===== src/common/core_types_pkg.sv =====
// Sizes shared by the core's rename, register file and ROB logic
// The register file has two read ports per bank, selected by a one-bit port number
package core_types_pkg;

  // Physical register file
  localparam int PR_COUNT = 64;
  localparam int LOG_PR_COUNT = $clog2(PR_COUNT);

  // Register file banks, indexed by the low bits of the physical register
  localparam int PRF_BANK_COUNT = 4;
  localparam int LOG_PRF_BANK_COUNT = $clog2(PRF_BANK_COUNT);

  // Reorder buffer
  localparam int ROB_ENTRIES = 64;
  localparam int LOG_ROB_ENTRIES = $clog2(ROB_ENTRIES);

endpackage


===== src/common/alu_ops_pkg.sv =====
// ALU op encodings for the immediate-operand path
// The low three bits follow funct3, the top bit selects arithmetic right shift
package alu_ops_pkg;

  localparam int XLEN = 32;
  localparam int IMM_WIDTH = 12;

  // Only the low bits of B are used as a shift amount
  localparam int SHAMT_WIDTH = $clog2(XLEN);

  typedef logic [3:0] alu_op_t;

  localparam alu_op_t ALU_ADD  = 4'b0000;
  localparam alu_op_t ALU_SLL  = 4'b0001;
  localparam alu_op_t ALU_SLT  = 4'b0010;
  localparam alu_op_t ALU_SLTU = 4'b0011;
  localparam alu_op_t ALU_XOR  = 4'b0100;
  localparam alu_op_t ALU_SRL  = 4'b0101;
  localparam alu_op_t ALU_OR   = 4'b0110;
  localparam alu_op_t ALU_AND  = 4'b0111;
  localparam alu_op_t ALU_SRA  = 4'b1101;

endpackage


===== src/design/alu.sv =====
// Combinational integer ALU, no subtract since only immediate ops reach it
// Unknown op codes give zero
`timescale 1ns/1ps

module alu (
  input  alu_ops_pkg::alu_op_t          op,
  input  logic [alu_ops_pkg::XLEN-1:0]  A,
  input  logic [alu_ops_pkg::XLEN-1:0]  B,
  output logic [alu_ops_pkg::XLEN-1:0]  out
);
  import alu_ops_pkg::*;

  logic [SHAMT_WIDTH-1:0] shamt;
  logic                   lt_signed;
  logic                   lt_unsigned;

  assign shamt = B[SHAMT_WIDTH-1:0];
  assign lt_signed = $signed(A) < $signed(B);
  assign lt_unsigned = A < B;

  always_comb begin
    case (op)
      ALU_ADD: begin
        out = A + B;
      end
      ALU_SLL: begin
        out = A << shamt;
      end
      ALU_SLT: begin
        out = {{(XLEN-1){1'b0}}, lt_signed};
      end
      ALU_SLTU: begin
        out = {{(XLEN-1){1'b0}}, lt_unsigned};
      end
      ALU_XOR: begin
        out = A ^ B;
      end
      ALU_SRL: begin
        out = A >> shamt;
      end
      ALU_OR: begin
        out = A | B;
      end
      ALU_AND: begin
        out = A & B;
      end
      // Sign bit of A fills from the left
      ALU_SRA: begin
        out = $signed(A) >>> shamt;
      end
      default: begin
        out = '0;
      end
    endcase
  end

endmodule


===== src/alu_imm_pipeline/alu_imm_issue_stage.sv =====
// First pipeline register, one instruction deep
// Accepts a new instruction when empty or when its item moves on in the same cycle
`timescale 1ns/1ps

module alu_imm_issue_stage (
  input  logic                                        CLK,
  input  logic                                        nRST,
  input  logic                                        issue_valid,
  output logic                                        issue_ready,
  input  alu_ops_pkg::alu_op_t                        issue_op,
  input  logic [alu_ops_pkg::IMM_WIDTH-1:0]           issue_imm12,
  input  logic                                        issue_A_forward,
  input  logic                                        issue_A_is_zero,
  input  logic [core_types_pkg::LOG_PRF_BANK_COUNT-1:0] issue_A_bank,
  input  logic [core_types_pkg::LOG_PR_COUNT-1:0]     issue_dest_PR,
  input  logic [core_types_pkg::LOG_ROB_ENTRIES-1:0]  issue_ROB_index,
  output logic                                        op_valid,
  input  logic                                        op_ready,
  output alu_ops_pkg::alu_op_t                        op_op,
  output logic [alu_ops_pkg::IMM_WIDTH-1:0]           op_imm12,
  output logic                                        op_A_forward,
  output logic                                        op_A_is_zero,
  output logic [core_types_pkg::LOG_PRF_BANK_COUNT-1:0] op_A_bank,
  output logic [core_types_pkg::LOG_PR_COUNT-1:0]     op_dest_PR,
  output logic [core_types_pkg::LOG_ROB_ENTRIES-1:0]  op_ROB_index
);
  import alu_ops_pkg::*;
  import core_types_pkg::*;

  alu_op_t                     op_q;
  logic [IMM_WIDTH-1:0]        imm_q;
  logic                        fwd_q;
  logic                        zero_q;
  logic [LOG_PRF_BANK_COUNT-1:0] bank_q;
  logic [LOG_PR_COUNT-1:0]     pr_q;
  logic [LOG_ROB_ENTRIES-1:0]  rob_q;
  logic                        accept;

  assign issue_ready = ~op_valid | op_ready;
  assign accept = issue_valid & issue_ready;

  always_ff @(posedge CLK or negedge nRST) begin
    if (~nRST) begin
      op_valid <= 1'b0;
    end else if (issue_ready) begin
      op_valid <= issue_valid;
    end
  end

  always_ff @(posedge CLK) begin
    if (accept) begin
      op_q   <= issue_op;
      imm_q  <= issue_imm12;
      fwd_q  <= issue_A_forward;
      zero_q <= issue_A_is_zero;
      bank_q <= issue_A_bank;
      pr_q   <= issue_dest_PR;
      rob_q  <= issue_ROB_index;
    end
  end

  assign op_op        = op_q;
  assign op_imm12     = imm_q;
  assign op_A_forward = fwd_q;
  assign op_A_is_zero = zero_q;
  assign op_A_bank    = bank_q;
  assign op_dest_PR   = pr_q;
  assign op_ROB_index = rob_q;

endmodule


===== src/alu_imm_pipeline/alu_imm_operand_stage.sv =====
// Holds one instruction until its A operand is present on the forward or read buses
// The bus data is only sampled in the cycle the item leaves, nothing is buffered
`timescale 1ns/1ps

module alu_imm_operand_stage (
  input  logic                                        CLK,
  input  logic                                        nRST,
  input  logic                                        op_valid,
  output logic                                        op_ready,
  input  alu_ops_pkg::alu_op_t                        op_op,
  input  logic [alu_ops_pkg::IMM_WIDTH-1:0]           op_imm12,
  input  logic                                        op_A_forward,
  input  logic                                        op_A_is_zero,
  input  logic [core_types_pkg::LOG_PRF_BANK_COUNT-1:0] op_A_bank,
  input  logic [core_types_pkg::LOG_PR_COUNT-1:0]     op_dest_PR,
  input  logic [core_types_pkg::LOG_ROB_ENTRIES-1:0]  op_ROB_index,
  input  logic                                        A_reg_read_ack,
  input  logic                                        A_reg_read_port,
  input  logic [core_types_pkg::PRF_BANK_COUNT-1:0][1:0][alu_ops_pkg::XLEN-1:0]
                                                      reg_read_data_by_bank_by_port,
  input  logic [core_types_pkg::PRF_BANK_COUNT-1:0][alu_ops_pkg::XLEN-1:0]
                                                      forward_data_by_bank,
  output logic                                        ex_valid,
  input  logic                                        ex_ready,
  output alu_ops_pkg::alu_op_t                        ex_op,
  output logic [alu_ops_pkg::XLEN-1:0]                ex_A,
  output logic [alu_ops_pkg::XLEN-1:0]                ex_B,
  output logic [core_types_pkg::LOG_PR_COUNT-1:0]     ex_dest_PR,
  output logic [core_types_pkg::LOG_ROB_ENTRIES-1:0]  ex_ROB_index
);
  import alu_ops_pkg::*;
  import core_types_pkg::*;

  logic                          valid_q;
  alu_op_t                       op_q;
  logic [IMM_WIDTH-1:0]          imm_q;
  logic                          fwd_q;
  logic                          zero_q;
  logic [LOG_PRF_BANK_COUNT-1:0] bank_q;
  logic [LOG_PR_COUNT-1:0]       pr_q;
  logic [LOG_ROB_ENTRIES-1:0]    rob_q;
  logic                          a_avail;

  // Forwarded and zero operands need no register file read
  assign a_avail = fwd_q | zero_q | A_reg_read_ack;

  assign ex_valid = valid_q & a_avail;
  assign op_ready = ~valid_q | (a_avail & ex_ready);

  always_ff @(posedge CLK or negedge nRST) begin
    if (~nRST) begin
      valid_q <= 1'b0;
    end else if (op_ready) begin
      valid_q <= op_valid;
    end
  end

  always_ff @(posedge CLK) begin
    if (op_valid & op_ready) begin
      op_q   <= op_op;
      imm_q  <= op_imm12;
      fwd_q  <= op_A_forward;
      zero_q <= op_A_is_zero;
      bank_q <= op_A_bank;
      pr_q   <= op_dest_PR;
      rob_q  <= op_ROB_index;
    end
  end

  // Forward wins over zero, the acked read port is the fallback
  always_comb begin
    if (fwd_q) begin
      ex_A = forward_data_by_bank[bank_q];
    end else if (zero_q) begin
      ex_A = '0;
    end else begin
      ex_A = reg_read_data_by_bank_by_port[bank_q][A_reg_read_port];
    end
  end

  assign ex_B = {{(XLEN-IMM_WIDTH){imm_q[IMM_WIDTH-1]}}, imm_q};

  assign ex_op        = op_q;
  assign ex_dest_PR   = pr_q;
  assign ex_ROB_index = rob_q;

endmodule


===== src/alu_imm_pipeline/alu_imm_exec_stage.sv =====
// ALU followed by the writeback register
// Writeback outputs only change when the register is empty or WB_ready is high
`timescale 1ns/1ps

module alu_imm_exec_stage (
  input  logic                                        CLK,
  input  logic                                        nRST,
  input  logic                                        ex_valid,
  output logic                                        ex_ready,
  input  alu_ops_pkg::alu_op_t                        ex_op,
  input  logic [alu_ops_pkg::XLEN-1:0]                ex_A,
  input  logic [alu_ops_pkg::XLEN-1:0]                ex_B,
  input  logic [core_types_pkg::LOG_PR_COUNT-1:0]     ex_dest_PR,
  input  logic [core_types_pkg::LOG_ROB_ENTRIES-1:0]  ex_ROB_index,
  output logic                                        WB_valid,
  input  logic                                        WB_ready,
  output logic [alu_ops_pkg::XLEN-1:0]                WB_data,
  output logic [core_types_pkg::LOG_PR_COUNT-1:0]     WB_PR,
  output logic [core_types_pkg::LOG_ROB_ENTRIES-1:0]  WB_ROB_index
);
  import alu_ops_pkg::*;

  logic [XLEN-1:0] alu_out;

  alu u_alu (
    .op  (ex_op),
    .A   (ex_A),
    .B   (ex_B),
    .out (alu_out)
  );

  assign ex_ready = ~WB_valid | WB_ready;

  always_ff @(posedge CLK or negedge nRST) begin
    if (~nRST) begin
      WB_valid <= 1'b0;
    end else if (ex_ready) begin
      WB_valid <= ex_valid;
    end
  end

  // Result and tags load together, so a stalled writeback stays consistent
  always_ff @(posedge CLK) begin
    if (ex_valid & ex_ready) begin
      WB_data      <= alu_out;
      WB_PR        <= ex_dest_PR;
      WB_ROB_index <= ex_ROB_index;
    end
  end

endmodule


===== src/alu_imm_pipeline/alu_imm_pipeline.sv =====
// Three-stage immediate ALU pipeline: issue, operand collect, execute and writeback
// Up to three instructions in flight, results leave in issue order
`timescale 1ns/1ps

module alu_imm_pipeline (
  input  logic                                        CLK,
  input  logic                                        nRST,
  input  logic                                        issue_valid,
  output logic                                        issue_ready,
  input  alu_ops_pkg::alu_op_t                        issue_op,
  input  logic [alu_ops_pkg::IMM_WIDTH-1:0]           issue_imm12,
  input  logic                                        issue_A_forward,
  input  logic                                        issue_A_is_zero,
  input  logic [core_types_pkg::LOG_PRF_BANK_COUNT-1:0] issue_A_bank,
  input  logic [core_types_pkg::LOG_PR_COUNT-1:0]     issue_dest_PR,
  input  logic [core_types_pkg::LOG_ROB_ENTRIES-1:0]  issue_ROB_index,
  input  logic                                        A_reg_read_ack,
  input  logic                                        A_reg_read_port,
  input  logic [core_types_pkg::PRF_BANK_COUNT-1:0][1:0][alu_ops_pkg::XLEN-1:0]
                                                      reg_read_data_by_bank_by_port,
  input  logic [core_types_pkg::PRF_BANK_COUNT-1:0][alu_ops_pkg::XLEN-1:0]
                                                      forward_data_by_bank,
  output logic                                        WB_valid,
  input  logic                                        WB_ready,
  output logic [alu_ops_pkg::XLEN-1:0]                WB_data,
  output logic [core_types_pkg::LOG_PR_COUNT-1:0]     WB_PR,
  output logic [core_types_pkg::LOG_ROB_ENTRIES-1:0]  WB_ROB_index
);
  import alu_ops_pkg::*;
  import core_types_pkg::*;

  // Issue to operand stage
  logic                          op_valid;
  logic                          op_ready;
  alu_op_t                       op_op;
  logic [IMM_WIDTH-1:0]          op_imm12;
  logic                          op_A_forward;
  logic                          op_A_is_zero;
  logic [LOG_PRF_BANK_COUNT-1:0] op_A_bank;
  logic [LOG_PR_COUNT-1:0]       op_dest_PR;
  logic [LOG_ROB_ENTRIES-1:0]    op_ROB_index;

  // Operand to exec stage
  logic                          ex_valid;
  logic                          ex_ready;
  alu_op_t                       ex_op;
  logic [XLEN-1:0]               ex_A;
  logic [XLEN-1:0]               ex_B;
  logic [LOG_PR_COUNT-1:0]       ex_dest_PR;
  logic [LOG_ROB_ENTRIES-1:0]    ex_ROB_index;

  alu_imm_issue_stage u_issue (
    .CLK             (CLK),
    .nRST            (nRST),
    .issue_valid     (issue_valid),
    .issue_ready     (issue_ready),
    .issue_op        (issue_op),
    .issue_imm12     (issue_imm12),
    .issue_A_forward (issue_A_forward),
    .issue_A_is_zero (issue_A_is_zero),
    .issue_A_bank    (issue_A_bank),
    .issue_dest_PR   (issue_dest_PR),
    .issue_ROB_index (issue_ROB_index),
    .op_valid        (op_valid),
    .op_ready        (op_ready),
    .op_op           (op_op),
    .op_imm12        (op_imm12),
    .op_A_forward    (op_A_forward),
    .op_A_is_zero    (op_A_is_zero),
    .op_A_bank       (op_A_bank),
    .op_dest_PR      (op_dest_PR),
    .op_ROB_index    (op_ROB_index)
  );

  alu_imm_operand_stage u_operand (
    .CLK                           (CLK),
    .nRST                          (nRST),
    .op_valid                      (op_valid),
    .op_ready                      (op_ready),
    .op_op                         (op_op),
    .op_imm12                      (op_imm12),
    .op_A_forward                  (op_A_forward),
    .op_A_is_zero                  (op_A_is_zero),
    .op_A_bank                     (op_A_bank),
    .op_dest_PR                    (op_dest_PR),
    .op_ROB_index                  (op_ROB_index),
    .A_reg_read_ack                (A_reg_read_ack),
    .A_reg_read_port               (A_reg_read_port),
    .reg_read_data_by_bank_by_port (reg_read_data_by_bank_by_port),
    .forward_data_by_bank          (forward_data_by_bank),
    .ex_valid                      (ex_valid),
    .ex_ready                      (ex_ready),
    .ex_op                         (ex_op),
    .ex_A                          (ex_A),
    .ex_B                          (ex_B),
    .ex_dest_PR                    (ex_dest_PR),
    .ex_ROB_index                  (ex_ROB_index)
  );

  alu_imm_exec_stage u_exec (
    .CLK          (CLK),
    .nRST         (nRST),
    .ex_valid     (ex_valid),
    .ex_ready     (ex_ready),
    .ex_op        (ex_op),
    .ex_A         (ex_A),
    .ex_B         (ex_B),
    .ex_dest_PR   (ex_dest_PR),
    .ex_ROB_index (ex_ROB_index),
    .WB_valid     (WB_valid),
    .WB_ready     (WB_ready),
    .WB_data      (WB_data),
    .WB_PR        (WB_PR),
    .WB_ROB_index (WB_ROB_index)
  );

endmodule


===== config.mk =====
export PLATFORM = sky130hd
export DESIGN_NAME = alu_imm_pipeline
export DESIGN_NICKNAME = d
export VERILOG_FILES = /design/src/common/core_types_pkg.sv /design/src/common/alu_ops_pkg.sv /design/src/design/alu.sv /design/src/alu_imm_pipeline/alu_imm_issue_stage.sv /design/src/alu_imm_pipeline/alu_imm_operand_stage.sv /design/src/alu_imm_pipeline/alu_imm_exec_stage.sv /design/src/alu_imm_pipeline/alu_imm_pipeline.sv
export SDC_FILE = /design/constraint.sdc
export NUM_CORES = 1
export LEC_CHECK = 0
export ABC_AREA = 1
export BUFFER_PORTS_ARGS = -buffer_cell sky130_fd_sc_hd__buf_2
export CORE_AREA = 2 2 182 184
export CTS_CLUSTER_DIAMETER = 100
export DETAILED_ROUTE_END_ITERATION = 16
export DIE_AREA = 0 0 184 186
export PLACE_DENSITY = 0.75
export SETUP_SLACK_MARGIN = 0.05
export SKIP_LAST_GASP = 1
export SLEW_MARGIN = 0
export SYNTH_ARGS = -nofsm -noshare
export SYNTH_HDL_FRONTEND = slang
export SYNTH_SLANG_ARGS = --single-unit

===== constraint.sdc =====
create_clock -name CLK -period 4.6 [get_ports CLK]
set_input_delay 0 -clock CLK [delete_from_list [all_inputs] [get_ports CLK]]
set_output_delay 0 -clock CLK [all_outputs]
set_load 0.03 [all_outputs]

# After elaboration in Yosys (flattened, before gate mapping)
# Index checks and enable logic that the tools add are counted.
dict set report op_classes {
  bitwise_logic 16
  n_eq_ne 8
  magnitude_cmp 4
  add_sub_neg 1
  shift 3
  reduce_logical 1
  n_mux 9
}
# cell count
set op_table {}
lappend op_table {{$pmux 32 s9} 1}
lappend op_table {{$mux 32} 5}
lappend op_table {{$bmux 64 s2} 1}
lappend op_table {{$bmux 32 s2} 1}
lappend op_table {{$mux 64} 1}
lappend op_table {{$add 32x32->32} 1}
lappend op_table {{$and 32x32->32} 1}
lappend op_table {{$lt 32x12->1} 1}
lappend op_table {{$lt 32x32->1} 1}
lappend op_table {{$or 32x32->32} 1}
lappend op_table {{$shl 32x5->32} 1}
lappend op_table {{$shr 32x5->32} 1}
lappend op_table {{$sshr 32x5->32} 1}
lappend op_table {{$xor 32x32->32} 1}
lappend op_table {{$eq 4x3->1 const B} 4}
lappend op_table {{$eq 4x2->1 const B} 2}
lappend op_table {{$and 1x1->1} 5}
lappend op_table {{$or 1x1->1} 5}
lappend op_table {{$eq 4x1->1 const B} 1}
lappend op_table {{$eq 4x4->1 const B} 1}
lappend op_table {{$logic_not 4->1} 1}
lappend op_table {{$lt 2x3->1 const B} 1}
lappend op_table {{$not 1->1} 3}
lappend op_table {{$lt 1x2->1 const B} 1}
dict set report totals {
  reg_bits 111
}

# Depth between registers and ports, before layout
# Gate-level depths: netlist of the first run.
dict set report logic_depth {
  depth_word 8
  mapped_depth 26
  mapped_depth_nobuf 23
}

# Cells and area by module
# From an unflattened synthesis of the first run, not the netlist that was laid out.
dict set report unflattened {
  cells_unflattened 2790
  area_unflattened_um2 16072.9
}
# mod cells_each area_per_inst_um2 seq_area_each_um2 instances
set by_module_without_submodules {}
lappend by_module_without_submodules {alu 1601 8111.5 0.0 1}
lappend by_module_without_submodules {alu_imm_operand_stage 1101 5589.1 985.9 1}
lappend by_module_without_submodules {alu_imm_exec_stage 50 1366.3 1346.3 1}
lappend by_module_without_submodules {alu_imm_issue_stage 38 1006.0 985.9 1}

# Worst setup path before layout of the first run
# OpenSTA, ideal clock, no wires.
dict set report synth_timing {
  path_type {register to register}
  start {reg u_operand.imm_q[11]}
  end {reg u_exec.WB_data[23] (netlist name) (data pin)}
  path_buffers 0
  synth_period_minus_slack_ns 3.382
  setup_ns 0.264
  required_time_ns 4.336
  path_slack_ns 1.218
  stages_incl_launch_ff 15
  arrival_time_ns 3.118
  path_cell_list {edfxtp_1 -> inv_1 -> ha_1 -> inv_1 -> nand2_1 -> nor2_1 -> nand3_1 -> o21ai_0 -> nand2_1 -> nand2_1 -> nand2_1 -> nand2_1 -> nand2_1 -> nand3_1 -> nand4_1}
}
dict set report synth_via {
  elab_chain_len 2
  word_cells_on_any_way 5
  cone_classes {add/sub: 1; mux: 1; bitwise: 3}
}
# item line
set synth_lines {}
lappend synth_lines {{start, declared} alu_imm_operand_stage.sv:36} ;# logic [IMM_WIDTH-1:0] imm_q;
lappend synth_lines {{start signal, assigned} alu_imm_operand_stage.sv:61} ;# imm_q <= op_imm12;
lappend synth_lines {{$add 32x32->32, or another cell as far along} alu.sv:24} ;# out = A + B;
lappend synth_lines {{$pmux 32 s9 *} alu.sv:22} ;# case (op)
lappend synth_lines {{via u_exec.alu_out[23]} alu_imm_exec_stage.sv:23} ;# logic [XLEN-1:0] alu_out;
lappend synth_lines {{end signal, assigned} alu_imm_exec_stage.sv:45} ;# WB_data <= alu_out;
lappend synth_lines {{end, declared} alu_imm_exec_stage.sv:17} ;# output logic [alu_ops_pkg::XLEN-1:0] WB_data,
# The timed path passes the listed nets; every way through them passes the cells marked *.
# A chain may end at the register's enable or synchronous reset.

# Worst setup path after layout of the first run
dict set report layout_timing {
  start {reg u_operand.bank_q[0]}
  end {reg u_exec.WB_data[28] (netlist name) (data pin)}
}
dict set report layout_via {
  elab_chain_len 8
  word_cells_on_any_way 16
  cone_classes {add/sub: 1; shift: 3; mux: 9; bitwise: 3}
}
# item line
set layout_lines {}
lappend layout_lines {{start, declared} alu_imm_operand_stage.sv:39} ;# logic [LOG_PRF_BANK_COUNT-1:0] bank_q;
lappend layout_lines {{start signal, assigned} alu_imm_operand_stage.sv:64} ;# bank_q <= op_A_bank;
lappend layout_lines {{$bmux 64 s2} alu_imm_operand_stage.sv:77} ;# ex_A = reg_read_data_by_bank_by_port[bank_q][A_reg_read_port];
lappend layout_lines {{$mux 64 (implied by the code)} alu_imm_operand_stage.sv:77}
lappend layout_lines {{$mux 32 (implied by the code) (2 in a row)} alu_imm_operand_stage.sv:77}
lappend layout_lines {{$mux 32} alu_imm_operand_stage.sv:74} ;# end else if (zero_q) begin
lappend layout_lines {{$mux 32 *} alu_imm_operand_stage.sv:72} ;# if (fwd_q) begin
lappend layout_lines {{$add 32x32->32, or another cell as far along} alu.sv:24}
lappend layout_lines {{$pmux 32 s9 *} alu.sv:22}
lappend layout_lines {{via u_exec.alu_out[28]} alu_imm_exec_stage.sv:23}
# The timed path passes the listed nets; every way through them passes the cells marked *. The select of a mux whose other input is x is not followed.

==> flow_summary_export.csv, run 1 <==
group,metric,value,unit
clocking,cts.sinks,111,
worst_setup_path,reg2reg_setup_slack,0.14,ns
logic_synthesis,synth_nets,3079,
sta,rsz0062_at_grt,"false",
sta,relSlewSlack,0.165,
worst_setup_path,critPathRequiredTime,4.69,ns
global_routing,grt_pass1_wl,123000,µm
routing,first_pass_iters,7,
worst_setup_path,crit_end,"u_exec.WB_data[28]",
sta,fmax,224,MHz
routing,drc,0,
floorplan,dieArea,34200,µm²
sta,period_share,0.969,
sta,fin_crit,4.46,ns
routing,vias,21300,
worst_setup_path,r2r-start,"u_operand.bank_q[0]",
logic_synthesis,yosys.cell_types.count,45,
worst_setup_path,crit_type,"flip-flop to flip-flop",
worst_hold_path,hold_depth,5,
logic_synthesis,yosysMostFrequentCell,"nand2_1",
layout,layout-drive-gt1-share,0.215,
logic_synthesis,async_flop_share,0.0270,
worst_setup_path,r2r_end,"u_exec.WB_data[28]",
clocking,postCtsSetupRepairBufs,0,
logic_synthesis,synth_top_area_cell,"edfxtp_1",
routing,vias_per_cell,6.11,
clocking,cts_buffers,9,
worst_setup_path,critPathTopFamily,"compound AO/OA/AOI/OAI gates",
sta,fin_tns_setup,0,ns
layout,fin_nets,3582,
worst_setup_path,crit_arrival,4.55,ns
clocking,cts.path.max_buffers,2,
floorplan,die_w,184,µm
worst_setup_path,startpoint,"u_operand.bank_q[0]",
worst_setup_path,critPathMaxFanout,32,
logic_synthesis,yosys_register_bits,111,
layout,nFillCells,3181,
placed_design,place_congestion,1.12,
logic_synthesis,postSynthAreaPerCell,5.96,µm²
clocking,clock_latency,0.37,ns
floorplan,io_pins,468,
logic_synthesis,netlist.area_leader.share,0.213,
routing,ant_nets,0,
floorplan,start_util,0.474,
routing,drt_iter0_drc,3459,
sta,skew,0.0164,ns
worst_setup_path,critPathSlowestCell,"edfxtp_1",
logic_synthesis,synthTopCellsByArea,"edfxtp_1 21%, nand3_1 18%, nand2_1 16%",
sta,worst_slew_pin_slew,1.25,ns
sta,finalHoldViolations,0,
status,status,"complete, no violations",
worst_setup_path,path_cells,"buf_12, buf_12, buf_4, nand2_1, nand3_1, nand3_1, nand3_1, nand2_1, ha_1, inv_1, a21oi_1, o21ai_0, buf_4, a311oi_1, nand3_1, o21ai_0, nand3_1",
worst_setup_path,startpoint_type,"flip-flop",
floorplan,placementRows,66,
floorplan,fp.dieH,186,µm
placed_design,io_buffers,467,
placed_design,place_hpwl,68100,µm
power,irDropWorstVdd,0.000388,V
logic_synthesis,yosys_most_used_dff,"edfxtp_1",
clocking,h-tree-depth,3,
worst_setup_path,critPathMostFrequentCell,"nand3_1",
sta,slew_viol_final,0,
placed_design,dp_cells,3423,
clocking,clockRootBuffer,"clkbuf_16",
logic_synthesis,synth-edff-count,108,
floorplan,core_area,32200,µm²
logic_synthesis,syn_inst,2559,
global_routing,grt_start_max_net_pins,107,
routing,drt_wl_total,84900,µm
logic_synthesis,syn-cell-area,15300,µm²
logic_synthesis,synth_warnings,0,
worst_setup_path,slowest_delay,0.49,ns
flow_run,drv_cap,0,
layout,areaGrowthSynthToFinish,25.0,%
clocking,cts_tree,"yes",
power,leakage,10.0,nW
global_routing,grt_use_total,0.489,
power,powerDensity,524,nW/µm²
layout,finalNonFillerCells,3484,
worst_setup_path,cp-end-kind,"flip-flop",
logic_synthesis,ys_seq_area_frac,0.217,
logic_synthesis,synth_common_cells,"655 x nand2_1, 555 x nand3_1, 279 x inv_1",
sta,finalSetupViolCount,0,
worst_setup_path,crit_buf_inv,5,
global_routing,grt_pass1_vias,19900,
worst_hold_path,min_path_type,"primary input to flip-flop",
worst_setup_path,r2r_cells,17,
routing,wl_per_cell,24.4,µm
global_routing,grt_overflow,0,
worst_setup_path,worst-path-stages,17,
global_routing,antenna_found_initial,11,
clocking,clk_pin_slew_worst_paths,0.08,ns
==> registers in the layout, summed over array words and instances, names as in the netlist, 2 cells and up <==
signal,flops
u_issue.op_A_bank,2
u_operand.ex_dest_PR,6
u_issue.op_ROB_index,6
u_exec.WB_data,32
u_exec.WB_ROB_index,6
u_operand.ex_ROB_index,6
u_exec.WB_PR,6
u_operand.imm_q,12
u_issue.op_imm12,12
u_issue.op_op,4
u_operand.bank_q,2
u_operand.ex_op,4
u_issue.op_dest_PR,6
==> cells in the final DEF (no fill, tap or decap), types with 8 or more instances in the layout <==
| cell type | n |
|---|---|
| nor3_1 | 12 |
| buf_4 | 127 |
| o211ai_1 | 24 |
| nand4_1 | 14 |
| edfxtp_1 | 108 |
| nand3_1 | 555 |
| clkbuf_16 | 9 |
| buf_2 | 467 |
| nand3_2 | 22 |
| nor2_1 | 252 |
| o22ai_1 | 39 |
| nand2_1 | 655 |
| o21ai_0 | 148 |
| o21ai_1 | 35 |
| a21oi_1 | 110 |
| diode_2 | 9 |
| inv_1 | 279 |
| ha_1 | 97 |
| dlygate4sd3_1 | 36 |
| a221oi_1 | 8 |
==> per-layer routing <==
| metal | share of wire | track usage | vias to the layer above |
|---|---|---|---|
| met3 | 0.15 | 0.175 | 340 |
| met4 | 0.087 | 0.351 | 4 |
| met2 | 0.41 | 0.722 | 1806 |
| met5 | 0.00027 | 0 | - |
| met1 | 0.36 | 0.588 | 9589 |
| li1 | - | - | 9563 |
==> timing repair <==
action                                 in CTS  in global routing
setup endpoints to repair                   0                  1
hold buffers                               36                  0
endpoints found under the hold margin      38                  0
gates resized for setup                     0                  1
==> cell families after synthesis <==
logic type | after synthesis | synth area share
and+or+nand+nor | 1528 | 0.436
buffers and inverters | 432 | 0.124
AOI/OAI and AO/OA | 389 | 0.141
DFF | 111 | 0.217
adders and majority gates | 98 | 0.0809
xor gates and xnor gates | 1 | 0.000574
==> worst register-to-register path, delay by kind of cell, from the launching register on <==
kind | cells | cell delay [ns]
adders and majority gates | 1 | 0.47
DFF | 1 | 0.49
AOI/OAI and AO/OA | 4 | 1.13
and+or+nand+nor | 7 | 1.00
buffers and inverters | 5 | 1.08
==> per-stage QoR <==
stage / hold WS (ns) / util / total power, W / worst slack (ns) / cell area, µm²
final: 0.149 / 0.592 / 0.00999 / 0.142 / 19100
after global routing: 0.184 / 0.592 / 0.0106 / 0.0533 / 19100
after CTS: 0.104 / 0.592 / 0.00966 / 0.326 / 19100
after detailed placement: -0.196 / 0.571 / 0.00882 / 0.345 / 18400
after global placement: -0.196 / 0.571 / 0.00879 / 0.329 / 18400
after floorplan: -0.296 / - / 0.00607 / 1.22 / 15300
==> area by class of cell <==
type / count / area (µm²) / area share
inverter: 288 / 1090 / 0.0571
clock buffer: 10 / 229 / 0.0120
tap: 408 / 510 / 0.0268
sequential: 111 / 3320 / 0.174
multi-input combinational: 2016 / 10100 / 0.528
clock inverter: 6 / 62.6 / 0.00328
timing repair buffer: 636 / 3770 / 0.198
antenna: 9 / 22.5 / 0.00118
==> where the power goes <==
part	switching [W]	leakage, nW	internal (W)
clock network	0.000426	0.142	0.000384
registers	0.000157	1.09	0.00150
logic	0.00518	8.82	0.00234
==> worst min-delay path by stage <==
stage,slack [ns],startpoint,end
finish,0.15,A_reg_read_ack,u_operand.valid_q
global route,0.18,A_reg_read_ack,u_operand.valid_q
CTS,0.10,A_reg_read_ack,u_operand.valid_q
detailed placement,-0.20,nRST,u_issue.op_valid
global placement,-0.20,nRST,u_issue.op_valid
floorplan,-0.30,nRST,u_exec.WB_valid
Note: power is estimated with default switching activity, not from simulation.
==> inputs of run 2 (changes only) <==
--- a/config.mk
+++ b/config.mk
@@ -5,16 +5,17 @@
 export SDC_FILE = /design/constraint.sdc
 export NUM_CORES = 1
 export LEC_CHECK = 0
-export ABC_AREA = 1
+export ABC_AREA = 0
 export BUFFER_PORTS_ARGS = -buffer_cell sky130_fd_sc_hd__buf_2
-export CORE_AREA = 2 2 182 184
+export CORE_AREA = 2 2 183 185
 export CTS_CLUSTER_DIAMETER = 100
 export DETAILED_ROUTE_END_ITERATION = 16
-export DIE_AREA = 0 0 184 186
-export PLACE_DENSITY = 0.75
+export DIE_AREA = 0 0 185 187
+export PLACE_DENSITY = 0.71
 export SETUP_SLACK_MARGIN = 0.05
 export SKIP_LAST_GASP = 1
 export SLEW_MARGIN = 0
 export SYNTH_ARGS = -nofsm -noshare
 export SYNTH_HDL_FRONTEND = slang
+export SYNTH_HIERARCHICAL = 1
 export SYNTH_SLANG_ARGS = --single-unit
==> constraint.sdc (replaced) <==
create_clock -name CLK -period 5 [get_ports CLK]
set_input_delay 0 -clock CLK [delete_from_list [all_inputs] [get_ports CLK]]
set_output_delay 0 -clock CLK [all_outputs]
set_load 0.03 [all_outputs]
==> flow_summary_export.csv, run 2 <==
group,metric,value,unit
logic_synthesis,ys_seq_area_frac,0.232,
global_routing,grt_pass1_wl,95300,µm
sta,relSlewSlack,0.359,
logic_synthesis,synth_nets,2005,
logic_synthesis,synth-compound-area-share,0.189,
logic_synthesis,netlist.area_leader.share,0.227,
flow_run,drv_cap,0,
logic_synthesis,synthSimpleGateAreaFrac,0.125,
logic_synthesis,synth_warnings,6,
clocking,clock_latency,0.38,ns
routing,ant_nets,0,
sta,finalHoldViolations,0,
placed_design,place_congestion,1.06,
floorplan,fp.dieH,187,µm
clocking,cts_buffers,9,
floorplan,core_area,32900,µm²
worst_setup_path,reg2reg_setup_slack,0.28,ns
clocking,cts_tree,"yes",
worst_hold_path,holdPathEnd,"u_operand/valid_q",
global_routing,grt_use_total,0.374,
clocking,cts.sinks,111,
routing,drt_iter0_drc,1949,
layout,fin_area,17700,µm²
worst_hold_path,worstHoldStart,"A_reg_read_ack",
sta,rsz0062_at_grt,"false",
global_routing,grt_start_max_net_pins,69,
logic_synthesis,syn-cell-area,14300,µm²
power,irDropWorstVdd,0.000175,V
clocking,cts.path.max_buffers,2,
worst_hold_path,hold_depth,4,
logic_synthesis,synth-edff-count,108,
layout,multi_input_area,9920,µm²
routing,vias,15100,
logic_synthesis,yosys.cell_types.count,78,
floorplan,io_pins,468,
worst_setup_path,cp-end-kind,"flip-flop",
routing,drt_wl_total,65500,µm
sta,skew,0.0265,ns
global_routing,grt_pass1_vias,14500,
worst_setup_path,crit_type,"flip-flop to flip-flop",
logic_synthesis,synth_common_cells,"182 x nor2_1, 122 x mux4_2, 108 x edfxtp_1",
logic_synthesis,synthXorXnorAreaFrac,0.0123,
logic_synthesis,synthMuxAreaShare,0.278,
power,leakage,7.56,nW
sta,fin_crit,4.72,ns
logic_synthesis,yosys_register_bits,111,
clocking,clk_pin_slew_worst_paths,0.11,ns
placed_design,placed_cell_area,17000,µm²
logic_synthesis,yosys_most_used_dff,"edfxtp_1",
routing,wl_per_cell,27.5,µm
layout,fin_nets,2444,
status,status,"complete, no violations",
logic_synthesis,synth_top_family_by_area,"multiplexers",
routing,drc,0,
sta,period_share,0.945,
layout,seqCellArea,3320,µm²
worst_setup_path,r2r-start,"u_operand/bank_q[0]",
routing,first_pass_iters,6,
floorplan,placementRows,67,
floorplan,die_w,185,µm
worst_setup_path,r2r_cells,14,
sta,worst_slew_pin_slew,0.949,ns
floorplan,start_util,0.435,
sta,fmax,212,MHz
layout,nFillCells,3091,
power,p_total,0.00569,W
logic_synthesis,yosysMostFrequentCell,"nor2_1",
logic_synthesis,synthTopCellsByArea,"edfxtp_1 23%, mux4_2 19%, ha_1 8.5%",
layout,final_common_cell,"buf_2",
worst_setup_path,crit_arrival,4.86,ns
clocking,clockRootBuffer,"clkbuf_16",
placed_design,place_hpwl,53100,µm
layout,layout-drive-gt1-share,0.410,
worst_setup_path,r2r_end,"u_exec/WB_data[31]",
logic_synthesis,synth_top_area_cell,"edfxtp_1",
worst_setup_path,critPathMaxFanout,18,
worst_hold_path,min_path_type,"primary input to flip-flop",
logic_synthesis,syn_inst,1485,
routing,vias_per_cell,6.35,
layout,layout_common_cells,"467 x buf_2, 182 x nor2_1, 122 x mux4_2",
floorplan,dieArea,34600,µm²
layout,areaGrowthSynthToFinish,24.0,%
sta,finalSetupViolCount,0,
power,powerDensity,321,nW/µm²
global_routing,grt_overflow,0,
worst_setup_path,critPathRequiredTime,5.13,ns
worst_setup_path,startpoint_type,"flip-flop",
global_routing,antenna_found_initial,17,
sta,slew_viol_final,0,
logic_synthesis,async_flop_share,0.0270,
sta,fin_tns_setup,0,ns
placed_design,io_buffers,467,
layout,regMostFlops,"u_exec/WB_data",
layout,largest_register_ffs,32,
logic_synthesis,synthAdderAreaFrac,0.0863,
logic_synthesis,postSynthAreaPerCell,9.63,µm²
clocking,h-tree-depth,3,
## run 2: cell types whose count changed in the layout (fill, tap and decap cells not counted), moves of 62 or more
cell,delta
nand3_1,-537
inv_1,-198
o21ai_0,-76
nand2_1,-559
nor2_1,-70
mux2_2,+73
buf_4,-62
mux4_2,+122
## run 2: how the worst max path moves through the flow
stage	slack, ns	start	end
after global placement	0.46	u_operand/bank_q[0]	u_exec/WB_data[10]
after CTS	0.34	u_operand/bank_q[0]	u_exec/WB_data[0]
after floorplan	0.96	u_operand/fwd_q	u_exec/WB_data[20]
after detailed placement	0.32	u_operand/bank_q[0]	u_exec/WB_data[23]
final	0.28	u_operand/bank_q[0]	u_exec/WB_data[31]
after global routing	0.1	u_operand/bank_q[0]	u_exec/WB_data[31]
## run 2: kinds of logic after synthesis
family	count (synthesis)
and+or+nand+nor	398
AOI/OAI and AO/OA	393
muxes	236
buffers and inverters	229
DFF	111
adders and majority gates	98
xor gates and xnor gates	20
## run 2: critical path, stage by stage (launching register included)
cell	delay [ns]
edfxtp_1	0.48
buf_12	0.21
buf_4	0.23
mux4_2	0.35
nor2_1	0.05
o31ai_2	0.76
inv_1	0.11
ha_1	0.44
a21oi_1	0.13
o21ai_0	0.41
or3_1	0.17
o21ai_0	0.30
o31ai_4	0.45
mux2i_1	0.27
o21ai_0	0.11
## run 2: power by group
| group | leakage (nW) | total, W | internal (W) | switching (W) |
|---|---|---|---|---|
| registers | 1.08 | 0.00127 | 0.00119 | 0.0000784 |
| logic | 6.33 | 0.00362 | 0.00139 | 0.00223 |
| clock network | 0.153 | 0.000794 | 0.000366 | 0.000428 |
| total | 7.56 | 0.00569 | 0.00295 | 0.00273 |
## run 2: per-layer routing
layer | up-vias | part of all wire | global-route usage
li1 | 6516 | - | -
met1 | 7415 | 0.40 | 0.525
met2 | 1069 | 0.44 | 0.546
met3 | 116 | 0.14 | 0.138
met4 | 6 | 0.024 | 0.0904
met5 | - | 0.00052 | 0
## run 2: cell type report
| class | count | area share |
|---|---|---|
| repair buffers | 574 | 0.186 |
| multi-input cells | 1145 | 0.559 |
| inverters | 83 | 0.0176 |
| well taps | 448 | 0.0316 |
| flip-flops and latches | 111 | 0.187 |
| diodes | 5 | 0.000706 |
| clock inverters | 7 | 0.00515 |
| clock buffers | 9 | 0.0127 |
## run 2: through the flow
stage / utilization / hold WS (ns) / setup WS (ns) / instances
CTS: 0.538 / 0.0689 / 0.335 / 2377
global route: 0.540 / 0.117 / 0.0989 / 2382
floorplan: - / -0.296 / 0.962 / 1485
detailed placement: 0.518 / -0.199 / 0.320 / 2324
global placement: 0.518 / -0.199 / 0.462 / 2324
finish: 0.540 / 0.0915 / 0.276 / 2382
## run 2: what timing repair did
item                                   CTS  global route
endpoints found under the hold margin   37             0
setup buffers                            0             0
gates resized for setup                  0             3
setup endpoints to repair                0             6
hold buffers                            37             0
==> inputs of run 3 (changes only) <==
--- a/config.mk
+++ b/config.mk
@@ -7,11 +7,12 @@
 export LEC_CHECK = 0
 export ABC_AREA = 0
 export BUFFER_PORTS_ARGS = -buffer_cell sky130_fd_sc_hd__buf_2
-export CORE_AREA = 2 2 183 185
+export CORE_ASPECT_RATIO = 0.9
+export CORE_MARGIN = 2
+export CORE_UTILIZATION = 35
 export CTS_CLUSTER_DIAMETER = 100
 export DETAILED_ROUTE_END_ITERATION = 16
-export DIE_AREA = 0 0 185 187
-export PLACE_DENSITY = 0.71
+export GPL_TIMING_DRIVEN = 0
 export SETUP_SLACK_MARGIN = 0.05
 export SKIP_LAST_GASP = 1
 export SLEW_MARGIN = 0
==> flow_summary_export.csv, run 3 (synthesis gave the netlist of run 2 again) <==
group,metric,value,unit
flow_run,drv_cap,0,
worst_setup_path,critPathTopFamily,"compound AO/OA/AOI/OAI gates",
global_routing,grt_use_total,0.415,
sta,skew,0.0170,ns
clocking,cts.sinks,111,
status,status,"complete, no violations",
sta,relSlewSlack,0.0871,
floorplan,io_pins,468,
clocking,clockRootBuffer,"clkbuf_16",
sta,fin_tns_setup,0,ns
clocking,clock_latency,0.39,ns
worst_setup_path,slowest_delay,0.44,ns
layout,layout-drive-gt1-share,0.412,
power,internal_power,0.00305,W
layout,nFillCells,3896,
global_routing,grt_pass1_vias,15800,
layout,largest_register_ffs,32,
worst_hold_path,min_path_type,"primary input to flip-flop",
power,powerDensity,328,nW/µm²
routing,wl_per_cell,34.9,µm
worst_setup_path,r2r_cells,14,
power,leakage,7.84,nW
power,p_sw_frac,0.501,
clocking,cts.path.max_buffers,2,
placed_design,place_hpwl,73100,µm
clocking,cts_buffers,9,
worst_setup_path,crit_buf_inv,2,
placed_design,pre_cts_ws,-0.499,ns
global_routing,grt_overflow,0,
clocking,cts_tree,"yes",
routing,vias_per_cell,6.37,
global_routing,antenna_found_initial,24,
power,p_clk_frac,0.129,
routing,drt_wl_total,90100,µm
worst_hold_path,hold_depth,2,
floorplan,placementRows,70,
placed_design,place_congestion,1.06,
layout,areaGrowthSynthToFinish,30.2,%
layout,layout_common_cells,"497 x buf_2, 182 x nor2_1, 122 x mux4_2",
clocking,clk_pin_slew_worst_paths,0.10,ns
sta,finalHoldViolations,0,
power,irDropWorstVdd,0.000222,V
floorplan,dieArea,42500,µm²
worst_setup_path,crit_type,"flip-flop to flip-flop",
sta,worst_slew_pin_slew,1.36,ns
worst_setup_path,critPathRequiredTime,5.07,ns
sta,rsz0062_at_grt,"true",
global_routing,grt_start_max_net_pins,45,
sta,period_share,0.998,
routing,vias,16500,
worst_setup_path,crit_arrival,5.06,ns
sta,slew_viol_final,0,
power,power_frac_seq,0.205,
floorplan,fp.dieH,196,µm
sta,fmax,200,MHz
global_routing,grt_pass1_wl,122000,µm
power,combPwrFrac,0.666,
routing,drc,0,
placed_design,io_buffers,466,
clocking,h-tree-depth,3,
routing,ant_nets,0,
power,p_total,0.00611,W
placed_design,dp_cells,2503,
layout,finalNonFillerCells,2584,
sta,timing.final.ws_setup,0.0115,ns
floorplan,die_w,217,µm
layout,regMostFlops,"u_exec/WB_data",
worst_setup_path,worst-path-stages,14,
sta,finalSetupViolCount,0,
routing,first_pass_iters,7,
floorplan,core_area,40500,µm²
routing,drt_iter0_drc,2552,
worst_setup_path,critPathSlowestCell,"buf_2",
floorplan,start_util,0.353,
sta,fin_crit,4.99,ns
power,power_switching,0.00306,W
layout,final_common_cell,"buf_2",
worst_setup_path,startpoint_type,"flip-flop",
worst_setup_path,path_cells,"buf_2, buf_2, mux4_2, nand2_1, o31ai_4, ha_1, fa_1, a211o_1, a21oi_2, a2111oi_4, o31ai_4, o21ai_2, a311oi_1, o211ai_1",
worst_setup_path,critPathMaxFanout,10,
worst_setup_path,cp-end-kind,"flip-flop",
layout,fin_nets,2549,
-- run 3: cell types whose count changed in the layout (fill, tap and decap cells not counted), moves of 10 or more --
cell and change:
buf_2 +30, buf_1 +11, o31ai_4 +21, o31ai_2 -10
o31ai_1 -11, clkbuf_1 +59
-- run 3: worst paths after layout --
kind                                     start                       to  slack [ns]
hold reg to reg               u_issue/op_op[3]       u_operand/ex_op[3]        0.42
min in group asynchronous                 nRST          u_exec/WB_valid        0.51
hold / removal              issue_ROB_index[0]  u_issue/op_ROB_index[0]        0.31
setup / recovery           u_operand/bank_q[1]       u_exec/WB_data[30]        0.01
max in group asynchronous                 nRST        u_operand/valid_q        4.35
setup reg to reg           u_operand/bank_q[1]       u_exec/WB_data[30]        0.01
-- run 3: cell type report --
cell class	instances	area, µm²	share of cell area
Multi-Input combinational cell	1145	10200	0.547
Sequential cell	111	3320	0.178
Timing Repair Buffer	534	2990	0.161
Buffer	145	782	0.0420
Tap cell	540	676	0.0363
Inverter	83	312	0.0167
Clock buffer	9	225	0.0121
Clock inverter	7	98.8	0.00531
Antenna cell	10	25.0	0.00134
-- run 3: power groups by stage --
stage	sequential, W	combinational [W]	clock, W
after global placement	0.00127	0.00363	0
after global routing	0.00126	0.00420	0.000820
after floorplan	0.00139	0.00218	0
after detailed placement	0.00127	0.00371	0
final	0.00125	0.00407	0.000785
after CTS	0.00125	0.00383	0.000796
-- run 3: per-stage QoR --
step / area, µm² / utilization / hold slack [ns]
finish: 18600 / 0.460 / 0.313
global route: 18600 / 0.460 / 0.307
CTS: 18400 / 0.456 / 0.298
detailed placement: 17600 / 0.434 / -0.198
global placement: 17300 / 0.428 / -0.200
floorplan: 14300 / - / -0.296
-- run 3: routing by layer --
metal,routed length [µm],GRT usage
met1,37700,0.588
met2,36900,0.600
met3,12000,0.136
met4,3410,0.124
met5,41,0
-- run 3: worst reg2reg max path, stage by stage, from the launching register on --
cell	delay [ns]
edfxtp_1	0.42
buf_2	0.34
buf_2	0.44
mux4_2	0.38
nand2_1	0.13
o31ai_4	0.15
ha_1	0.31
fa_1	0.43
a211o_1	0.32
a21oi_2	0.34
a2111oi_4	0.17
o31ai_4	0.36
o21ai_2	0.18
a311oi_1	0.45
o211ai_1	0.24
-- run 3: what timing repair did --
action / in CTS / in global routing
hold buffers: 38 / 0
hold endpoints to repair: 38 / 0
buffers inserted: 8 / 10
gates resized for setup: 16 / 12
pin swaps: 6 / 8
endpoints found under the setup margin: 20 / 14
